### src/common/flash_cmd_pkg.sv
// SPI NOR flash command definitions
// Opcodes, sequencer states and the frame record handed to the bit shifter
`default_nettype none

package flash_cmd_pkg;

    // Flash address width on the wire
    localparam int FLASH_ADDR_BITS = 24;

    // Longest frame, opcode plus address plus one data byte
    localparam int FRAME_BITS = 40;

    // Frame lengths in bits
    localparam logic [5:0] FRAME_SHORT = 6'd8;   // Opcode only
    localparam logic [5:0] FRAME_LONG  = 6'd40;  // Opcode, address and data

    // Idle cycles with chip select high between WREN and PP
    localparam int CS_GAP_CYCLES = 4;
    localparam int GAP_CNT_W     = $clog2(CS_GAP_CYCLES);

    // Flash opcodes
    typedef enum logic [7:0] {
        OP_PP   = 8'h02,  // Page program
        OP_READ = 8'h03,  // Slow read
        OP_WREN = 8'h06   // Write enable
    } flash_op_e;

    // Sequencer FSM states
    typedef enum logic [2:0] {
        S_IDLE,  // Waiting for a bus request
        S_READ,  // READ frame in flight
        S_WREN,  // WREN frame in flight
        S_GAP,   // Chip select held high before PP
        S_PROG,  // PP frame in flight
        S_DONE   // Ack high, waiting for req to drop
    } seq_state_e;

    // One SPI frame, sampled by the shifter on start
    typedef struct packed {
        flash_op_e                  op;     // Sent first, MSB first
        logic [FLASH_ADDR_BITS-1:0] addr;   // Sent after the opcode
        logic [7:0]                 wdata;  // Sent last, or slot for read data
        logic [5:0]                 nbits;  // Rising SCLK edges in the frame
    } spi_frame_t;

endpackage

`default_nettype wire

### src/common/cpu_bus_pkg.sv
// CPU bus side definitions for the flash bridge
// Request record passed from the bus capture block to the flash sequencer
`default_nettype none

package cpu_bus_pkg;

    // CPU address bits that reach the flash
    localparam int FLASH_WINDOW_BITS = 12;

    // Width of the 6809 style address bus
    localparam int CPU_ADDR_BITS = 16;

    // Width of the CPU data bus
    localparam int CPU_DATA_BITS = 8;

    // One decoded bus cycle, held stable while req is high
    typedef struct packed {
        logic                         is_write;  // Set for a CPU write cycle
        logic [FLASH_WINDOW_BITS-1:0] addr;      // Window offset inside the flash
        logic [CPU_DATA_BITS-1:0]     wdata;     // Byte to program on a write
    } bus_req_t;

    // Capture FSM states
    typedef enum logic [1:0] {
        C_IDLE,  // Ready high, waiting for a strobe
        C_REQ,   // Request raised, CPU held in wait
        C_REL    // Request dropped, waiting for ack to fall
    } cap_state_e;

endpackage

`default_nettype wire
### src/verilog/flash_bridge_top.sv
// 6809 bus to SPI NOR flash bridge
// Connects the bus capture, the command sequencer and the SPI shifter
`default_nettype none
`timescale 1ns/1ps

module flash_bridge_top (
    input  wire                                   clk,
    input  wire                                   reset,
    input  wire                                   i_bus_strobe,
    input  wire                                   i_bus_sel,
    input  wire                                   i_bus_rw,
    input  wire  [cpu_bus_pkg::CPU_ADDR_BITS-1:0] i_bus_addr,
    input  wire  [cpu_bus_pkg::CPU_DATA_BITS-1:0] i_bus_wdata,
    output logic                                  o_bus_ready,
    output logic [cpu_bus_pkg::CPU_DATA_BITS-1:0] o_bus_rdata,
    output logic                                  o_spi_clk,
    output logic                                  o_spi_cs_n,
    output logic                                  o_spi_mosi,
    input  wire                                   i_spi_miso
);

    import cpu_bus_pkg::*;
    import flash_cmd_pkg::*;

    logic                     req;       // Capture to sequencer
    bus_req_t                 req_data;
    logic                     ack;       // Sequencer to capture
    logic [CPU_DATA_BITS-1:0] rdata;
    logic                     start;     // Sequencer to shifter
    spi_frame_t               frame;
    logic                     done;      // Shifter to sequencer
    logic [7:0]               rx_byte;

    cpu_bus_capture u_capture (
        .clk          (clk),
        .reset        (reset),
        .i_bus_strobe (i_bus_strobe),
        .i_bus_sel    (i_bus_sel),
        .i_bus_rw     (i_bus_rw),
        .i_bus_addr   (i_bus_addr),
        .i_bus_wdata  (i_bus_wdata),
        .i_ack        (ack),
        .i_rdata      (rdata),
        .o_bus_ready  (o_bus_ready),
        .o_bus_rdata  (o_bus_rdata),
        .o_req        (req),
        .o_req_data   (req_data)
    );

    flash_sequencer u_sequencer (
        .clk        (clk),
        .reset      (reset),
        .i_req      (req),
        .i_req_data (req_data),
        .i_done     (done),
        .i_rx_byte  (rx_byte),
        .o_ack      (ack),
        .o_rdata    (rdata),
        .o_start    (start),
        .o_frame    (frame)
    );

    spi_shifter u_shifter (
        .clk        (clk),
        .reset      (reset),
        .i_start    (start),
        .i_frame    (frame),
        .i_spi_miso (i_spi_miso),
        .o_done     (done),
        .o_rx_byte  (rx_byte),
        .o_spi_clk  (o_spi_clk),
        .o_spi_cs_n (o_spi_cs_n),
        .o_spi_mosi (o_spi_mosi)
    );

endmodule

`default_nettype wire

### src/spi_flash/spi_shifter.sv
// SPI mode 0 bit shifter
// Sends one frame MSB first at clk/2 and shifts MISO into a receive byte
`default_nettype none
`timescale 1ns/1ps

module spi_shifter (
    input  wire                       clk,
    input  wire                       reset,
    input  wire                       i_start,     // Only pulsed while idle
    input  flash_cmd_pkg::spi_frame_t i_frame,
    input  wire                       i_spi_miso,
    output logic                      o_done,      // Pulses as chip select rises
    output logic [7:0]                o_rx_byte,
    output logic                      o_spi_clk,
    output logic                      o_spi_cs_n,
    output logic                      o_spi_mosi
);

    import flash_cmd_pkg::*;

    logic [FRAME_BITS-1:0] tx_sr;     // Opcode, address, data
    logic [7:0]            rx_sr;     // Last 8 sampled MISO bits
    logic [5:0]            nbits;     // Frame length of the current frame
    logic [5:0]            edge_cnt;  // Rising SCLK edges so far
    logic                  load;      // Frame accepted this cycle

    assign load      = o_spi_cs_n && i_start;
    assign o_rx_byte = rx_sr;

    // Pin timing and frame control
    always_ff @(posedge clk) begin
        if (!reset) begin
            o_spi_cs_n <= 1'b1;
            o_spi_clk  <= 1'b0;
            o_spi_mosi <= 1'b0;  // MOSI idles low
            o_done     <= 1'b0;
            edge_cnt   <= '0;
        end else begin
            o_done <= 1'b0;
            if (o_spi_cs_n) begin
                if (i_start) begin
                    o_spi_cs_n <= 1'b0;              // SCLK still low here
                    o_spi_mosi <= i_frame.op[7];     // First bit set up before edge
                    edge_cnt   <= '0;
                end
            end else if (!o_spi_clk) begin
                o_spi_clk <= 1'b1;                   // Rising edge, MISO sampled
                edge_cnt  <= edge_cnt + 6'd1;
            end else begin
                o_spi_clk <= 1'b0;                   // Falling edge
                if (edge_cnt == nbits) begin
                    o_spi_cs_n <= 1'b1;              // End of frame
                    o_spi_mosi <= 1'b0;
                    o_done     <= 1'b1;
                end else begin
                    o_spi_mosi <= tx_sr[FRAME_BITS-2];  // Next bit while SCLK low
                end
            end
        end
    end

    // Shift registers
    always_ff @(posedge clk) begin
        if (load) begin
            tx_sr <= {i_frame.op, i_frame.addr, i_frame.wdata};
            nbits <= i_frame.nbits;
        end else if (!o_spi_cs_n && o_spi_clk) begin
            tx_sr <= {tx_sr[FRAME_BITS-2:0], 1'b0};  // Advance on falling edge
        end
        if (!o_spi_cs_n && !o_spi_clk) begin
            rx_sr <= {rx_sr[6:0], i_spi_miso};     // MSB first
        end
    end

endmodule

`default_nettype wire

### src/spi_flash/flash_sequencer.sv
// Flash command sequencer
// Turns a bus request into a READ frame or a WREN, gap, PAGE PROGRAM sequence
`default_nettype none
`timescale 1ns/1ps

module flash_sequencer (
    input  wire                       clk,
    input  wire                       reset,
    input  wire                       i_req,
    input  cpu_bus_pkg::bus_req_t     i_req_data,  // Stable while i_req is high
    input  wire                       i_done,      // Frame finished pulse
    input  wire  [7:0]                i_rx_byte,   // Last 8 MISO bits
    output logic                      o_ack,
    output logic [7:0]                o_rdata,     // Valid while o_ack is high
    output logic                      o_start,     // Frame start pulse
    output flash_cmd_pkg::spi_frame_t o_frame
);

    import cpu_bus_pkg::*;
    import flash_cmd_pkg::*;

    localparam int ADDR_PAD = FLASH_ADDR_BITS - FLASH_WINDOW_BITS;  // Zero upper address bits

    seq_state_e           state;
    logic [GAP_CNT_W-1:0] gap_cnt;  // Cycles spent in S_GAP

    always_ff @(posedge clk) begin
        if (!reset) begin
            state   <= S_IDLE;
            o_ack   <= 1'b0;
            o_start <= 1'b0;
            gap_cnt <= '0;
        end else begin
            o_start <= 1'b0;  // Single cycle pulse
            case (state)
                S_IDLE: begin
                    if (i_req) begin
                        o_start <= 1'b1;
                        state   <= i_req_data.is_write ? S_WREN : S_READ;
                    end
                end
                S_READ: begin
                    if (i_done) begin
                        o_ack <= 1'b1;  // One cycle after done
                        state <= S_DONE;
                    end
                end
                S_WREN: begin
                    if (i_done) begin
                        gap_cnt <= '0;
                        state   <= S_GAP;
                    end
                end
                S_GAP: begin
                    // Chip select stays high for the whole gap
                    if (gap_cnt == GAP_CNT_W'(CS_GAP_CYCLES - 1)) begin
                        o_start <= 1'b1;  // Launch PAGE PROGRAM
                        state   <= S_PROG;
                    end else begin
                        gap_cnt <= gap_cnt + 1'b1;
                    end
                end
                S_PROG: begin
                    if (i_done) begin
                        o_ack <= 1'b1;  // Ready only after programming frame
                        state <= S_DONE;
                    end
                end
                S_DONE: begin
                    if (!i_req) begin
                        o_ack <= 1'b0;  // Phase 4 of the handshake
                        state <= S_IDLE;
                    end
                end
                default: begin
                    state <= S_IDLE;
                end
            endcase
        end
    end

    // Frame contents and read data
    always_ff @(posedge clk) begin
        if (state == S_IDLE && i_req) begin
            o_frame.op    <= i_req_data.is_write ? OP_WREN : OP_READ;
            o_frame.addr  <= {{ADDR_PAD{1'b0}}, i_req_data.addr};
            o_frame.wdata <= i_req_data.wdata;
            o_frame.nbits <= i_req_data.is_write ? FRAME_SHORT : FRAME_LONG;
        end else if (state == S_GAP && gap_cnt == GAP_CNT_W'(CS_GAP_CYCLES - 1)) begin
            o_frame.op    <= OP_PP;       // Address and data carried over
            o_frame.nbits <= FRAME_LONG;
        end
        if (state == S_READ && i_done) begin
            o_rdata <= i_rx_byte;  // Byte clocked in during the data phase
        end
    end

endmodule

`default_nettype wire

### src/verilog/cpu_bus_capture.sv
// CPU bus capture for the flash window
// Samples decoded bus cycles, holds the CPU in wait and runs the req/ack handshake
`default_nettype none
`timescale 1ns/1ps

module cpu_bus_capture (
    input  wire                                     clk,
    input  wire                                     reset,
    input  wire                                     i_bus_strobe,  // One cycle per bus cycle
    input  wire                                     i_bus_sel,     // Address decoder hit
    input  wire                                     i_bus_rw,      // 1 for read
    input  wire  [cpu_bus_pkg::CPU_ADDR_BITS-1:0]   i_bus_addr,
    input  wire  [cpu_bus_pkg::CPU_DATA_BITS-1:0]   i_bus_wdata,
    input  wire                                     i_ack,
    input  wire  [cpu_bus_pkg::CPU_DATA_BITS-1:0]   i_rdata,
    output logic                                    o_bus_ready,   // Low holds the CPU
    output logic [cpu_bus_pkg::CPU_DATA_BITS-1:0]   o_bus_rdata,
    output logic                                    o_req,
    output cpu_bus_pkg::bus_req_t                   o_req_data
);

    import cpu_bus_pkg::*;

    cap_state_e state;
    logic       bus_hit;  // Accepted bus cycle

    // Strobes are only taken while the CPU is not already held
    assign bus_hit = i_bus_strobe && i_bus_sel && o_bus_ready;

    always_ff @(posedge clk) begin
        if (!reset) begin
            state       <= C_IDLE;
            o_req       <= 1'b0;
            o_bus_ready <= 1'b1;  // CPU runs freely out of reset
        end else begin
            if (bus_hit) begin
                o_bus_ready <= 1'b0;  // Wait state starts next cycle
            end
            case (state)
                C_IDLE: begin
                    if (bus_hit) begin
                        o_req <= 1'b1;
                        state <= C_REQ;
                    end
                end
                C_REQ: begin
                    if (i_ack) begin
                        o_req       <= 1'b0;   // Phase 3 of the handshake
                        o_bus_ready <= 1'b1;   // Release CPU, rdata valid with it
                        state       <= C_REL;
                    end
                end
                C_REL: begin
                    // A new cycle may already be latched, req waits for ack low
                    if (!i_ack) begin
                        if (bus_hit || !o_bus_ready) begin
                            o_req <= 1'b1;
                            state <= C_REQ;
                        end else begin
                            state <= C_IDLE;
                        end
                    end
                end
                default: begin
                    state <= C_IDLE;
                end
            endcase
        end
    end

    // Request record and returned byte
    always_ff @(posedge clk) begin
        if (bus_hit) begin
            o_req_data.is_write <= !i_bus_rw;
            o_req_data.addr     <= i_bus_addr[FLASH_WINDOW_BITS-1:0];  // Upper bits dropped
            o_req_data.wdata    <= i_bus_wdata;
        end
        if (state == C_REQ && i_ack) begin
            o_bus_rdata <= i_rdata;  // Latched as ack is seen
        end
    end

endmodule

`default_nettype wire

### config.mk
export PLATFORM = sky130hd
export DESIGN_NAME = flash_bridge_top
export DESIGN_NICKNAME = d
export VERILOG_FILES = /design/src/common/flash_cmd_pkg.sv /design/src/common/cpu_bus_pkg.sv /design/src/verilog/flash_bridge_top.sv /design/src/spi_flash/spi_shifter.sv /design/src/spi_flash/flash_sequencer.sv /design/src/verilog/cpu_bus_capture.sv
export SDC_FILE = /design/constraint.sdc
export NUM_CORES = 1
export LEC_CHECK = 0
export BUFFER_PORTS_ARGS = -buffer_cell sky130_fd_sc_hd__clkbuf_2
export CORE_UTILIZATION = 30
export CTS_BUF_LIST = sky130_fd_sc_hd__clkbuf_8
export CTS_CLUSTER_DIAMETER = 120
export DETAILED_ROUTE_END_ITERATION = 10
export HOLD_SLACK_MARGIN = 0.1
export PLACE_DENSITY = 0.56
export SLEW_MARGIN = 20
export SYNTH_ARGS = -nofsm -noshare
export SYNTH_HDL_FRONTEND = slang
export SYNTH_SLANG_ARGS = --single-unit
### constraint.sdc
create_clock -name clk -period 2.3 [get_ports clk]
set_clock_uncertainty 0.05 [all_clocks]
set_input_delay 0.115 -clock clk [delete_from_list [all_inputs] [get_ports clk]]
set_output_delay 0.115 -clock clk [all_outputs]
set_load 0.02 [all_outputs]
==> reports/summary.txt, run 1 <==
Fin nets = 398
Number of cells on the critical path = 5
First-pass GRT wire length = 11400 um
Resize count post-CTS = 0
Total Wirelength = 6910 um
Synth Register Bits = 129
Worst-path maximum fanout = 39
TritonRoute pass-1 iters = 4
Post-Layout Cell Count = 588
Core area = 0.0154 sq mm
Number of global-route vias before repair = 2409
Share of cells above drive strength 1 = 26.3%
CTS tree = done
F_max = 592 MHz
Initial Utilization = 31.1%
GP Congestion = 0.739
Status = complete, no violations
Crit path max-delay family = buffers and inverters
Slew Limit Fails = 0
Hold Path Class = in2reg
Final setup fails = 0
Startpoint class of the critical path = register
Combinational share of power = 6.2%
Syn Inst Count = 290
Endpoint class of the critical path = register
IO Pins = 42
Placed instance count = 534
TNS Setup = 0 ns
Reg power frac = 52.5%
CTS max path bufs = 2
Pint = 4.12 mW
Overflow after GRT = 0
Die Width = 128 um
Sequential share of the synthesized area = 76.3%
Clock transition at the registers of the reported paths = 0.07 ns
Share of flip-flops with an asynchronous set or reset = 0%
Max incr delay on CP = 0.42 ns
H-tree lvl count = 4
Clock share of power = 41.3%
Area of the multi-input gates = 0.00101 sq mm
Mapped Area = 0.00480 sq mm
Remaining antenna violation count = 0
Yosys warns = 0
NetSw = 1.10 mW
Least-Margin Pin Slew = 0.561 ns
Placement Rows = 45
Vias per cell = 4.20
Antenna violations before repair = 0
Static leakage = 2.08 nW
Total CTS buffers = 17
Critical R2R Launch = u_shifter.o_spi_cs_n
Synth unique cells = 47
Flop2flop setup slack = 0.61 ns
Buf/Inv on CP = 3
DP HPWL = 4090 um
Hold Vio Cnt, Final = 0
Worst path required time = 2.31 ns
Max Cap Viol = 0
Total power = 5.22 mW
Total setup buffers inserted after CTS = 0
Switching Share = 21.1%
Largest net degree at the start of global routing = 40
Die ar. = 0.0165 sq mm
Sink Count = 129
Root buffer cell = clkbuf_8
DRC errors left = 0
FF-to-FF End = u_shifter.tx_sr[3]
Iteration-0 DRC Markers = 211
Storage cell area = 0.00366 sq mm
Relative slew slack = 62.6%
Most used DFF post-synth = edfxtp_1
Area growth, synth to finish = 22.8%
CP startpoint = u_shifter.o_spi_cs_n
Crit path DAT = 1.70 ns
Final min period = 1.69 ns
PD cells = 886 mW/mm^2
Crit Path Class = reg2reg
# diodes = 0
Mapped Nets = 323
Register-to-Register Path Depth = 5
Skew-Pair Late Insertion Delay = 0.43 ns
RSZ-0062 raised after global routing = false
Post-Syn Area per Cell = 16.5 sq um
CP max stage cell = buf_4
All-Layer GR Usage = 9.37%
Crit path to = u_shifter.tx_sr[3]
Die Ht = 128 um
I/O Buffers = 37
Post-synth EDFFs = 108
Drt wl/cell = 11.7 um
Max VDD drop = 0.441 mV
Fillers = 1469
CP cell instances = buf_4, inv_2, nand2_1, nand2_1, buf_4
Vias = 2472
Period Utilization, post-route = 73.4%
state kept, by name, indices dropped and copies added (netlist names), 2 cells and up:
signal                 cells
u_capture.o_bus_rdata      8
u_capture.o_req_data      21
u_capture.state            2
u_sequencer.gap_cnt        2
u_sequencer.o_frame       23
u_sequencer.o_rdata        8
u_sequencer.state          3
u_shifter.edge_cnt         6
u_shifter.o_rx_byte        8
u_shifter.tx_sr           39
cell usage in the layout (no fill, tap or decap), types with 3 or more instances in the layout:
master / count
edfxtp_1: 108
clkbuf_2: 37
dlygate4sd3_1: 23
dfxtp_1: 21
mux2_2: 18
and2_1: 18
clkbuf_8: 17
nor2_1: 14
nand2_1: 13
inv_1: 10
a21oi_1: 9
buf_4: 7
mux2_1: 5
nor3_1: 5
o21ai_0: 5
nand4_1: 5
bufinv_16: 5
and3_1: 4
inv_6: 4
nand3_1: 3
nand2b_1: 3
xnor2_1: 3
ha_1: 3
logic make-up after synthesis:
group | synth area share, %
compound gates | 3.78
flops | 76.3
mux | 6.13
xor+xnor | 0.913
buf+inv | 2.61
fa+ha+maj | 0.782
simple gates | 9.44
tightest hold or removal path: stages:
cell,delay (ns)
clkbuf_2,0.08
a21boi_0,0.25
or3_1,0.14
power groups by stage:
stage / sequential [mW] / combinational (mW) / clock [mW]
2_1_floorplan: 2.77 / 0.240 / 0
3_3_place_gp: 2.79 / 0.291 / 0
3_5_place_dp: 2.79 / 0.300 / 0
4_1_cts: 2.74 / 0.331 / 2.23
5_1_grt: 2.76 / 0.363 / 2.33
6_report: 2.74 / 0.324 / 2.15
cell type report:
cell class	instances	area share [%]
clock buffer	17	3.97
clock inverter	14	3.59
inverter	10	0.637
multi-input combinational	140	17.2
sequential	129	62.2
tap	211	4.48
timing repair buffer	67	7.94
through the flow:
step / hold WS (ns) / setup slack, ns / instance area [sq um] / util (%)
floorplan: 0.164 / 0.110 / 4800 / -
global placement: 0.243 / 0.635 / 5220 / 33.8
detailed placement: 0.244 / 0.615 / 5220 / 33.8
CTS: 0.111 / 0.606 / 5890 / 38.2
global route: 0.136 / 0.493 / 5890 / 38.2
finish: 0.143 / 0.611 / 5890 / 38.2
Yosys cell counts (3+ instances only):
master,number,area share (%)
mux2_1,5,1.2
xnor2_1,3,0.55
dfxtp_1,21,8.8
edfxtp_1,108,68
buf_2,3,0.31
inv_1,9,0.70
nor2_1,15,1.2
nand2_1,13,1.0
nor3_1,5,0.52
o21ai_0,5,0.52
nand4_1,5,0.65
and3_1,4,0.52
mux2_2,18,4.2
nand3_1,3,0.31
buf_6,5,1.2
nand2b_1,3,0.39
a21oi_1,9,0.94
and2_1,18,2.3
ha_1,3,0.78
what timing repair did:
action	CTS	global route
setup endpoints to repair	0	0
endpoints found under the hold margin	29	0
hold buffers	23	0
how the worst min path moves through the flow:
stage | to | start | depth (start not counted) | slack [ns]
2_1_floorplan | u_capture.o_req_data[0] | i_bus_wdata[0] | 0 | 0.16
5_1_grt | u_capture.o_bus_ready | i_bus_sel | 3 | 0.14
3_3_place_gp | u_capture.o_req_data[6] | i_bus_wdata[6] | 1 | 0.24
4_1_cts | u_capture.o_bus_ready | i_bus_sel | 3 | 0.11
3_5_place_dp | u_capture.o_req_data[6] | i_bus_wdata[6] | 1 | 0.24
6_report | u_capture.o_bus_ready | i_bus_sel | 3 | 0.14
per-layer routing:
metal	vias to the layer above	share of wire [%]	track usage, %
met5	-	0	0
li1	1230	-	-
met4	0	2.1	5.67
met1	1192	46	11.0
met2	39	48	14.3
met3	11	3.6	3.95
(Power assumes the default switching activity.)
==> run 2, diff against run 1 <==
Settings changed: ABC_AREA set to 1, PLACE_DENSITY 0.56 to 0.57.
Clock period 2.3 ns to 1.4 ns, I/O delays scaled along.
==> reports/summary.txt, run 2 <==
Switching Share = 27.1% (+6.0 points)
Die ar. = 0.0167 sq mm (+1.4%)
I/O Buffers = 37 (unchanged)
GP Congestion = 0.789 (+6.8%)
Largest net degree at the start of global routing = 29 (-28%)
Area growth, synth to finish = 24.8%
Most frequent cells in the layout = edfxtp_1, nand2_1, inv_1, clkbuf_2, nor2_1
Total Wirelength = 7320 um (+6.0%)
Largest Register = u_shifter.tx_sr
Remaining antenna violation count = 0 (unchanged)
DRC errors left = 0 (unchanged)
Startpoint class of the critical path = register
Max Cap Viol = 0 (unchanged)
TNS Setup = 0 ns (unchanged)
Synth area leaders = edfxtp_1, dfxtp_1, nand2_1
Vias = 2828 (+14%)
Synth Register Bits = 129 (unchanged)
Area of the multi-input gates = 955 sq um (-5.7%)
Share of cells above drive strength 1 = 22.9% (-3.3 points)
Most common cell in the synthesized netlist = edfxtp_1
Crit Path Class = reg2reg
Crit path DAT = 1.66 ns (-0.04 ns)
Placement Rows = 46 (+2.2%)
Final setup fails = 0 (unchanged)
Initial Utilization = 30.6% (-0.46 points)
Core area = 0.0159 sq mm (+3.0%)
F_max = 749 MHz (+26%)
Share of flip-flops with an asynchronous set or reset = 0% (unchanged)
Most common cell after layout, fill and taps aside = edfxtp_1
Post-Syn Area per Cell = 12.5 sq um (-24%)
Final min period = 1.34 ns (-0.353 ns)
Static leakage = 2.36 nW (+14%)
RSZ-0062 raised after global routing = false
Hold Path Class = in2reg
Max reg flops = 39 (unchanged)
Die Width = 129 um (+0.70%)
Top flop regs = u_shifter.tx_sr (39), u_sequencer.o_frame (23), u_capture.o_req_data (21)
Max VDD drop = 0.751 mV (+70%)
Combinational share of power = 15.9% (+9.7 points)
Reg power frac = 53.4% (+0.9 points)
Total power = 9.09 mW (+74%)
Post-synth EDFFs = 108 (unchanged)
Worst-path maximum fanout = 3 (-92%)
# diodes = 0 (unchanged)
Root buffer cell = clkbuf_8
Least-Margin Pin Slew = 0.498 ns (-0.0628 ns)
Yosys warns = 0 (unchanged)
CTS max path bufs = 2 (unchanged)
Placed Area = 0.00546 sq mm (+4.8%)
H-tree lvl count = 4 (unchanged)
Sequential share of the synthesized area = 75.3% (-1.1 points)
Sink Count = 129 (unchanged)
Utilization after layout = 38.2% (+0.049 points)
Antenna violations before repair = 0 (unchanged)
Number of global-route vias before repair = 2750 (+14%)
Total CTS buffers = 17 (unchanged)
All-Layer GR Usage = 10.1% (+0.69 points)
Most used DFF post-synth = edfxtp_1
First-pass GRT wire length = 12500 um (+9.2%)
Synth unique cells = 29 (-38%)
Post-Layout Cell Count = 700 (+19%)
Die Ht = 129 um (+0.70%)
NetSw = 2.46 mW (+120%)
Drt wl/cell = 10.5 um (-11%)
Period Utilization, post-route = 95.4% (+22 points)
Clock share of power = 30.7% (-11 points)
Slew Limit Fails = 0 (unchanged)
Iteration-0 DRC Markers = 192 (-9.0%)
Endpoint class of the critical path = register
Hold Vio Cnt, Final = 0 (unchanged)
Placed instance count = 643 (+20%)
CTS tree = done
IO Pins = 42 (unchanged)
Syn Inst Count = 388 (+34%)
Yosys top cell area share = 66.6% (-0.96 points)
Fillers = 1565 (+6.5%)
Skew-Pair Late Insertion Delay = 0.43 ns (about the same)
Vias per cell = 4.04 (-3.9%)
Relative slew slack = 66.8% (+4.2 points)
Storage cell area = 0.00367 sq mm (+0.24%)
Worst path required time = 1.73 ns (-0.58 ns)
Mapped Area = 0.00487 sq mm (+1.4%)
Design Area, Final = 0.00607 sq mm (+3.1%)
Status = complete, no violations
Leading area contributor after synthesis = edfxtp_1
Fin nets = 504 (+27%)
Pint = 6.63 mW (+61%)
Mapped Nets = 421 (+30%)
Overflow after GRT = 0 (unchanged)
DP HPWL = 4720 um (+15%)
PD cells = 1500 mW/mm^2 (+69%)
Top cells by count, synth = edfxtp_1, nand2_1, inv_1, nor2_1, dfxtp_1
TritonRoute pass-1 iters = 4 (unchanged)
Clock transition at the registers of the reported paths = 0.07 ns (about the same)
[run 2: cell count changes after synthesis, sizes merged, moves of 3 or more]
cell,before,now
and2,18,0
nand3,3,13
nand2,14,103
nor2,17,45
xnor2,3,0
mux2,24,0
nand2b,3,0
nor3,5,2
a21oi,9,16
inv,10,50
and3,4,0
[run 2: layout make-up]
cell class,count,area share [%]
clock inverter,15,1.94
inverter,50,3.30
multi-input combinational,198,15.7
sequential,129,60.5
clock buffer,17,3.85
timing repair buffer,75,10.3
tap,216,4.45
[run 2: critical path, stage by stage (launching register included)]
cell           delay, ns
dfxtp_1             0.35
inv_1               0.06
a21oi_2             0.13
dlygate4sd3_1       0.57
nor2_1              0.04
nand2_1             0.08
[run 2: cell families (layout without fill, tap and decap cells)]
| family | Yosys count | in the layout | synth area share [%] |
|---|---|---|---|
| XOR/XNOR | 1 | 1 | 0.180 |
| adder cells (fa/ha/maj) | 3 | 3 | 0.771 |
| AO/OA/AOI/OAI | 24 | 24 | 2.70 |
| buffers and inverters | 61 | 157 | 5.81 |
| AND/OR/NAND/NOR | 170 | 170 | 15.3 |
| flip-flops | 129 | 129 | 75.3 |
[run 2: layer usage]
metal	part of all wire [%]	vias to the layer above	track usage, %
li1	-	1457	-
met1	46	1300	11.6
met5	0	-	0
met2	48	56	15.6
met4	2.2	0	6.64
met3	4.0	15	3.92
[run 2: final timing paths]
path | start | end | slack, ns | cells after the start
setup reg to reg | u_capture.o_bus_ready | u_capture.o_bus_ready | 0.06 | 5
hold / removal | i_bus_strobe | u_capture.o_req | 0.20 | 5
setup / recovery | u_capture.o_bus_ready | u_capture.o_bus_ready | 0.06 | 5
hold reg to reg | u_sequencer.o_rdata[3] | u_capture.o_bus_rdata[3] | 0.36 | 0
[run 2: what timing repair did]
| item | 4_1_cts | 5_1_grt |
|---|---|---|
| hold buffers | 25 | 0 |
| setup endpoints to repair | 21 | 2 |
| endpoints found under the hold margin | 30 | 0 |
| setup buffers | 0 | 0 |
| gates resized for setup | 1 | 2 |
[run 2: power by group through the flow]
stage	Clock [mW]	Combinational, mW	Sequential (mW)
after floorplan	0	1.07	4.86
after global placement	0	1.35	4.92
after detailed placement	0	1.39	4.93
after CTS	2.91	1.45	4.85
after global routing	3.07	1.63	4.89
final	2.79	1.44	4.85
[run 2: metrics by stage]
step                      hold slack (ns)  worst slack (ns)
after global placement              0.198            0.0195
after detailed placement            0.199           -0.0212
final                               0.203            0.0646
after floorplan                     0.119            -0.139
after global routing                0.187           0.00831
after CTS                           0.159            0.0431
